$ cat src/common/traffic_config.svh
`ifndef TRAFFIC_CONFIG_SVH
`define TRAFFIC_CONFIG_SVH

// visible screen width in pixels
// cars moving right wrap once they reach it, cars moving left reappear there
`define SCREEN_WIDTH 640

// side of the square car window in pixels
`define CAR_SIZE 17

// one traffic bit per car slot over all lanes
`define TRAFFIC_WIDTH 115

// horizontal lanes from the top of the road down
`define LANE_COUNT 15

// slot count of the widest lane
`define MAX_SLOTS 13

`endif
$ cat src/common/trafficPkg.sv
`include "traffic_config.svh"

package trafficPkg;

	// pixel coordinates as counted by the video timing
	typedef logic [9:0] coordX;
	typedef logic [9:0] coordY;

	// pixels moved per move step
	typedef logic [1:0] laneSpeed;

	// direction of travel, shared by every car of a lane
	typedef enum logic
	{
		moveRight,
		moveLeft
	} laneDir;

	// one bit per car slot of a lane, bit 0 is slot 0
	typedef logic [`MAX_SLOTS-1:0] slotMask;

	// slot position inside the traffic vector
	typedef logic [6:0] slotBaseIdx;

	// number of slots a lane owns in the traffic vector
	typedef logic [3:0] slotCountVal;

endpackage

$ cat src/common/laneTablePkg.sv
`include "traffic_config.svh"

package laneTablePkg;

	import trafficPkg::*;

	// everything that describes one lane of level 1
	typedef struct packed
	{
		coordY row;
		laneSpeed speed;
		laneDir dir;
		slotBaseIdx slotBase;
		slotCountVal slotCount;
		slotMask enable;
		coordX [0:`MAX_SLOTS-1] start;
	} laneInfo;

	// index 0 is the top lane
	// disabled slots carry a start of zero and never move
	localparam laneInfo laneTable [`LANE_COUNT] = '{
		'{
			row: 10'd74, speed: 2'd1, dir: moveRight,
			slotBase: 7'd0, slotCount: 4'd10, enable: 13'b0001111111111,
			start: '{20, 90, 160, 230, 300, 370, 440, 510, 580, 610, 0, 0, 0}
		},
		'{
			row: 10'd99, speed: 2'd2, dir: moveRight,
			slotBase: 7'd10, slotCount: 4'd11, enable: 13'b0000101010101,
			start: '{20, 0, 160, 0, 300, 0, 440, 0, 580, 0, 0, 0, 0}
		},
		'{
			row: 10'd124, speed: 2'd2, dir: moveLeft,
			slotBase: 7'd21, slotCount: 4'd9, enable: 13'b0000011011011,
			start: '{30, 100, 0, 240, 310, 0, 450, 520, 0, 0, 0, 0, 0}
		},
		// empty in level 1
		'{
			row: 10'd149, speed: 2'd1, dir: moveRight,
			slotBase: 7'd30, slotCount: 4'd6, enable: 13'b0000000000000,
			start: '{default: 0}
		},
		'{
			row: 10'd174, speed: 2'd1, dir: moveLeft,
			slotBase: 7'd36, slotCount: 4'd9, enable: 13'b0000110110110,
			start: '{0, 90, 160, 0, 300, 370, 0, 510, 580, 0, 0, 0, 0}
		},
		// slots 10 and 12 start out of order, they fill the gaps of the lane
		'{
			row: 10'd199, speed: 2'd2, dir: moveLeft,
			slotBase: 7'd45, slotCount: 4'd13, enable: 13'b1011101101101,
			start: '{20, 0, 160, 230, 0, 370, 440, 0, 580, 610, 470, 0, 130}
		},
		'{
			row: 10'd224, speed: 2'd1, dir: moveRight,
			slotBase: 7'd58, slotCount: 4'd7, enable: 13'b0000001111111,
			start: '{20, 115, 200, 310, 415, 570, 495, 0, 0, 0, 0, 0, 0}
		},
		// empty in level 1
		'{
			row: 10'd249, speed: 2'd1, dir: moveRight,
			slotBase: 7'd65, slotCount: 4'd1, enable: 13'b0000000000000,
			start: '{default: 0}
		},
		'{
			row: 10'd274, speed: 2'd1, dir: moveRight,
			slotBase: 7'd66, slotCount: 4'd6, enable: 13'b0000000111111,
			start: '{30, 150, 255, 365, 465, 570, 0, 0, 0, 0, 0, 0, 0}
		},
		'{
			row: 10'd299, speed: 2'd2, dir: moveRight,
			slotBase: 7'd72, slotCount: 4'd10, enable: 13'b0000110111101,
			start: '{10, 0, 130, 190, 250, 315, 0, 440, 510, 0, 0, 0, 0}
		},
		'{
			row: 10'd324, speed: 2'd1, dir: moveLeft,
			slotBase: 7'd82, slotCount: 4'd9, enable: 13'b0000111111111,
			start: '{30, 100, 170, 240, 310, 385, 450, 520, 580, 0, 0, 0, 0}
		},
		'{
			row: 10'd349, speed: 2'd2, dir: moveLeft,
			slotBase: 7'd91, slotCount: 4'd6, enable: 13'b0000000111111,
			start: '{20, 110, 210, 330, 450, 570, 0, 0, 0, 0, 0, 0, 0}
		},
		// empty in level 1
		'{
			row: 10'd374, speed: 2'd1, dir: moveRight,
			slotBase: 7'd97, slotCount: 4'd6, enable: 13'b0000000000000,
			start: '{default: 0}
		},
		'{
			row: 10'd399, speed: 2'd2, dir: moveLeft,
			slotBase: 7'd103, slotCount: 4'd5, enable: 13'b0000000011111,
			start: '{24, 150, 290, 440, 570, 0, 0, 0, 0, 0, 0, 0, 0}
		},
		// bottom lane, closest to the player start
		'{
			row: 10'd424, speed: 2'd1, dir: moveLeft,
			slotBase: 7'd108, slotCount: 4'd7, enable: 13'b0000001011101,
			start: '{20, 0, 200, 310, 415, 0, 495, 0, 0, 0, 0, 0, 0}
		}
	};

endpackage

$ cat src/source/trafficGenerator.sv
`include "traffic_config.svh"

module trafficGenerator
	import trafficPkg::*;
	import laneTablePkg::*;
(
	input logic update,
	input logic rst,
	input logic moveTick,
	input coordX xCount,
	input coordY yCount,
	output logic [`TRAFFIC_WIDTH-1:0] traffic
);

	// one motion block and one hit block per lane
	for (genvar l = 0; l < `LANE_COUNT; l++)
	begin : lanes
		localparam int laneBase = int'(laneTable[l].slotBase);
		localparam int laneSlots = int'(laneTable[l].slotCount);

		coordX carX [`MAX_SLOTS];
		slotMask laneHits;

		laneMotion #(
			.laneIndex(l)
		) u_motion (
			.update(update),
			.rst(rst),
			.moveTick(moveTick),
			.carX(carX)
		);

		carHitDetect #(
			.laneIndex(l)
		) u_hit (
			.update(update),
			.rst(rst),
			.xCount(xCount),
			.yCount(yCount),
			.carX(carX),
			.laneHits(laneHits)
		);

		// slot bases are back to back, so the lanes tile the whole vector
		assign traffic[laneBase +: laneSlots] = laneHits[laneSlots-1:0];
	end

endmodule

$ cat src/lane/carHitDetect.sv
`include "traffic_config.svh"

module carHitDetect
	import trafficPkg::*;
	import laneTablePkg::*;
#(
	parameter int laneIndex = 0
)
(
	input logic update,
	input logic rst,
	input coordX xCount,
	input coordY yCount,
	input coordX carX [`MAX_SLOTS],
	output slotMask laneHits
);

	localparam laneInfo lane = laneTable[laneIndex];
	localparam coordY rowTop = lane.row;
	localparam coordY rowBottom = coordY'(lane.row + `CAR_SIZE);

	logic inRow;
	coordX carRight [`MAX_SLOTS];
	slotMask hitNow;

	// the window is open on all four sides, edge pixels do not count
	always_comb
	begin
		inRow = (yCount > rowTop) && (yCount < rowBottom);
		for (int i = 0; i < `MAX_SLOTS; i++)
		begin
			carRight[i] = carX[i] + coordX'(`CAR_SIZE);
			hitNow[i] = inRow && (xCount > carX[i]) && (xCount < carRight[i]);
		end
	end

	// one cycle from pixel to hit bit, unused slots stay low
	always_ff @(posedge update)
	begin
		if (rst)
			laneHits <= '0;
		else
			laneHits <= hitNow & lane.enable;
	end

endmodule

$ cat src/lane/laneMotion.sv
`include "traffic_config.svh"

module laneMotion
	import trafficPkg::*;
	import laneTablePkg::*;
#(
	parameter int laneIndex = 0
)
(
	input logic update,
	input logic rst,
	input logic moveTick,
	output coordX carX [`MAX_SLOTS]
);

	localparam laneInfo lane = laneTable[laneIndex];
	localparam coordX step = coordX'(lane.speed);
	localparam coordX screenEdge = coordX'(`SCREEN_WIDTH);

	coordX nextX [`MAX_SLOTS];

	// position after one move step, every car wraps on its own
	always_comb
	begin
		for (int i = 0; i < `MAX_SLOTS; i++)
		begin
			if (lane.dir == moveRight)
			begin
				// past the right edge the car comes back in at the left
				if (carX[i] >= screenEdge)
					nextX[i] = '0;
				else
					nextX[i] = carX[i] + step;
			end
			else
			begin
				// left edge reached, restart just off the right edge
				if (carX[i] == '0)
					nextX[i] = screenEdge;
				else
					nextX[i] = carX[i] - step;
			end
		end
	end

	// disabled slots load zero on reset and are never stepped
	always_ff @(posedge update)
	begin
		for (int i = 0; i < `MAX_SLOTS; i++)
		begin
			if (rst)
				carX[i] <= lane.start[i];
			else if (moveTick && lane.enable[i])
				carX[i] <= nextX[i];
		end
	end

endmodule

$ cat config.mk
export PLATFORM = sky130hd
export DESIGN_NAME = trafficGenerator
export DESIGN_NICKNAME = d
export VERILOG_FILES = /design/src/common/trafficPkg.sv /design/src/common/laneTablePkg.sv /design/src/source/trafficGenerator.sv /design/src/lane/carHitDetect.sv /design/src/lane/laneMotion.sv
export VERILOG_INCLUDE_DIRS = /design/src /design/src/common
export SDC_FILE = /design/constraint.sdc
export NUM_CORES = 2
export LEC_CHECK = 0
export ABC_AREA = 1
export BUFFER_PORTS_ARGS = -buffer_cell sky130_fd_sc_hd__buf_2
export CAP_MARGIN = 20
export CORE_UTILIZATION = 35
export DETAILED_ROUTE_END_ITERATION = 6
export PLACE_DENSITY = 0.56
export SETUP_SLACK_MARGIN = 0.05
export SYNTH_ARGS = -nofsm -noshare
export SYNTH_HDL_FRONTEND = slang
export SYNTH_SLANG_ARGS = --single-unit
$ cat constraint.sdc
create_clock -name update -period 12.9 [get_ports update]
set_input_delay 3.87 -clock update [delete_from_list [all_inputs] [get_ports update]]
set_output_delay 3.87 -clock update [all_outputs]
set_load 0.1 [all_outputs]
==> reports/metrics.csv <==
stage,metric,value,unit
global_routing,grtUsageTotal,18.69,%
logic_synthesis,ys_types,50,
min_path,hp-class,register to register,
clock_tree,cts_resized,0,
logic_synthesis,syn-instance-count,12400,
pwr,p_leak,45.94,nW
logic_synthesis,synth_top_cell_by_area,ha_1,
placed_design,hpwl,154400,um
flow_run,drv_cap,0,
placed_design,dpl_worst_slack,5.908,ns
floorplan,rows,178,
pwr,intPower,5.442,mW
floorplan,ios,138,
sta,final-setup-viol-count,0,
sta,fin_skew,0.02308,ns
global_routing,grt_pass1_vias,70630,
sta,fmax,160.8,MHz
logic_synthesis,ys_seq_area_share,20.66,%
logic_synthesis,syn_area,82740,um^2
floorplan,die_h,488.2,um
sta,maxSlewViolCount,0,
logic_synthesis,yosysWarnings,0,
clock_tree,cts_hold_buf,0,
logic_synthesis,ys_seq_elements,854,
pwr,pwr-share-comb,23.0,%
sta,relSlewSlack,23.36,%
pwr,p_sw,2.626,mW
clock_tree,cts_setup_buffers,0,
cells_and_area,regArea,17100,um^2
logic_synthesis,synth_area_per_cell,6.671,um^2
cells_and_area,area_growth,9.379,%
placed_design,placed_cells,15490,
sta,post-route-min-period,6.217,ns
clock_tree,cts.sinks,854,
global_routing,antenna_found_initial,4,
sta,fin_ws,6.683,ns
cells_and_area,final_layout_size_suffix_gt1_share,3.405,%
global_routing,grt_pass1_wl,367300,um
critical_path,crit_type,primary input to register,
critical_path,worstPathMaxFanout,82,
global_routing,grt.overflow.total,0,
sta,hold_violations,0,
critical_path,r2r_slack,10.40,ns
pwr,power_density,89.15,nW/um^2
sta,rsz0062_at_grt,false,
clock_tree,cts_tree,yes,
sta,worst_pin_slew,1.145,ns
logic_synthesis,ys_top_cells_by_count,"nand2_1, ha_1, nor2_1",
cells_and_area,layout.cells.non_filler,15690,
floorplan,coreArea,235200,um^2
cells_and_area,fill_cells,25200,
route,vias_per_cell,4.808,
critical_path,start_kind,primary input,
route,routedWlPerCell,14.31,um
sta,setup_tns,0,ns
floorplan,die_area,238300,um^2
logic_synthesis,yosysTopAreaCellShare,24.73,%
floorplan,initial_core_util,35.18,%
route,ant_nets,0,
critical_path,end_kind,register,
floorplan,dieWidth,488.2,um
placed_design,portBuffers,103,
cells_and_area,nets,14110,
pwr,seqPwrFrac,35.4,%
pwr,ir_worst_vdd,0.09875,mV
placed_design,globalplace.congestion,0.8292,
sta,period_share,48.20,%
clock_tree,root_buffer,clkbuf_16,
route,num_vias,75450,
route,drtIter0Drc,4318,
logic_synthesis,async_flop_share,0,%
clock_tree,h-tree-depth,3,
critical_path,worst_ep_arrival_time,6.87,ns
clock_tree,clkLatencyLatePin,0.76,ns
route,routed_wl,224600,um
route,dr.pass1.iters,6,
logic_synthesis,yosysMostFrequentCell,nand2_1,
logic_synthesis,yosys-top-cells-area,"ha_1, dfxtp_1, nand2_1",
clock_tree,cts_buffers,112,
pwr,finalPower,8.068,mW
clock_tree,path_clk_slew,0.06,ns
cells_and_area,multi_input_area,58560,um^2
global_routing,grt_max_degree,150,
clock_tree,clockBufferDepth,3,
critical_path,required,13.56,ns
route,drt_drc_violations_left,0,
logic_synthesis,ys.flop_type,dfxtp_1,
status,status,"finished, final reports clean",
logic_synthesis,synth-edff-count,0,
pwr,pwr-share-clk,41.6,%
pwr,swShare,32.55,%
## registers in the layout, indices dropped and copies added, names as in the netlist
signal,count
lanes.u_motion.carX,773
lanes.u_hit.laneHits,81
## final timing paths
check                                             endpoint  depth (start not counted)                                     start
hold / removal    lanes[0].u_motion.carX[104]$_SDFFE_PP0P_                          2  lanes[0].u_motion.carX[104]$_SDFFE_PP0P_
setup / recovery     lanes[8].u_hit.laneHits[5]$_SDFF_PP0_                         11                                 xCount[0]
setup reg to reg     lanes[9].u_hit.laneHits[5]$_SDFF_PP0_                         13   lanes[9].u_motion.carX[71]$_SDFFE_PP1P_
hold reg to reg   lanes[0].u_motion.carX[104]$_SDFFE_PP0P_                          2  lanes[0].u_motion.carX[104]$_SDFFE_PP0P_
## logic make-up (layout without fill, tap and decap cells)
group,Yosys count,count (layout),synth area share [%]
and+or+nand+nor,5884,5884,29.22
xor gates and xnor gates,459,459,4.859
adders and majority gates,1635,1635,24.73
AOI/OAI and AO/OA,1744,1744,11.79
DFF,854,854,20.66
other,1,35,0.004532
muxes,2,2,0.02722
buffers and inverters,1824,1930,8.706
## routing by layer
| layer | vias to the layer above | GRT usage (%) | routed length (um) |
|---|---|---|---|
| li1 | 40760 | - | - |
| met1 | 33490 | 25.71 | 112700 |
| met2 | 984 | 30.86 | 98910 |
| met3 | 219 | 1.978 | 8144 |
| met4 | 0 | 4.665 | 4774 |
| met5 | - | 0 | 0 |
## layout by cell type, fill, tap and decap left out, types with 29 or more instances in the layout
master / Yosys / final
o21bai_1: 85 / 85
nand4_1: 202 / 202
inv_1: 1554 / 1553
dfxtp_1: 854 / 854
o21a_1: 57 / 57
nand3_1: 699 / 699
nor3_2: 36 / 36
conb_1: 1 / 34
o221ai_1: 29 / 29
a21boi_0: 33 / 33
clkbuf_16: 0 / 115
o21ai_0: 524 / 524
buf_4: 47 / 43
nand2_1: 3144 / 3144
ha_1: 1635 / 1635
a21oi_1: 815 / 815
nor3_1: 165 / 165
o211ai_1: 122 / 122
nor2_1: 1558 / 1558
buf_2: 77 / 92
xor2_1: 436 / 436
## cell type report
type	count	area share [%]
antenna	1	0.002765
clock buffer	157	3.642
clock inverter	47	0.6816
inverter	1575	6.558
multi-input combinational	9758	64.71
sequential	854	18.89
tap	3150	4.355
timing repair buffer	151	1.159
## worst max-delay path, stage by stage
cell     delay [ns]
buf_2          0.11
buf_4          0.33
inv_8          0.73
buf_4          0.86
ha_1           0.37
nor2_1         0.12
nand3_1        0.09
nand2_1        0.09
nor2_1         0.04
nand2_1        0.08
nor2_1         0.04
## power groups by stage
stage / clock (mW) / sequential (mW) / combinational [mW]
floorplan: 0 / 2.89 / 1.38
global placement: 0 / 2.91 / 1.85
detailed placement: 0 / 2.91 / 1.85
CTS: 3.48 / 2.86 / 1.87
global route: 3.58 / 2.87 / 2.19
finish: 3.36 / 2.86 / 1.85
## stage by stage
step                hold slack [ns]  area [um^2]  utilization (%)
floorplan                    0.4342        82860                -
global placement             0.4506        86580            36.81
detailed placement           0.4558        86580            36.81
CTS                          0.4649        90500            38.48
global route                 0.4801        90500            38.48
finish                       0.4636        90500            38.48
No activity file was read; power rests on OpenSTA's default activity.
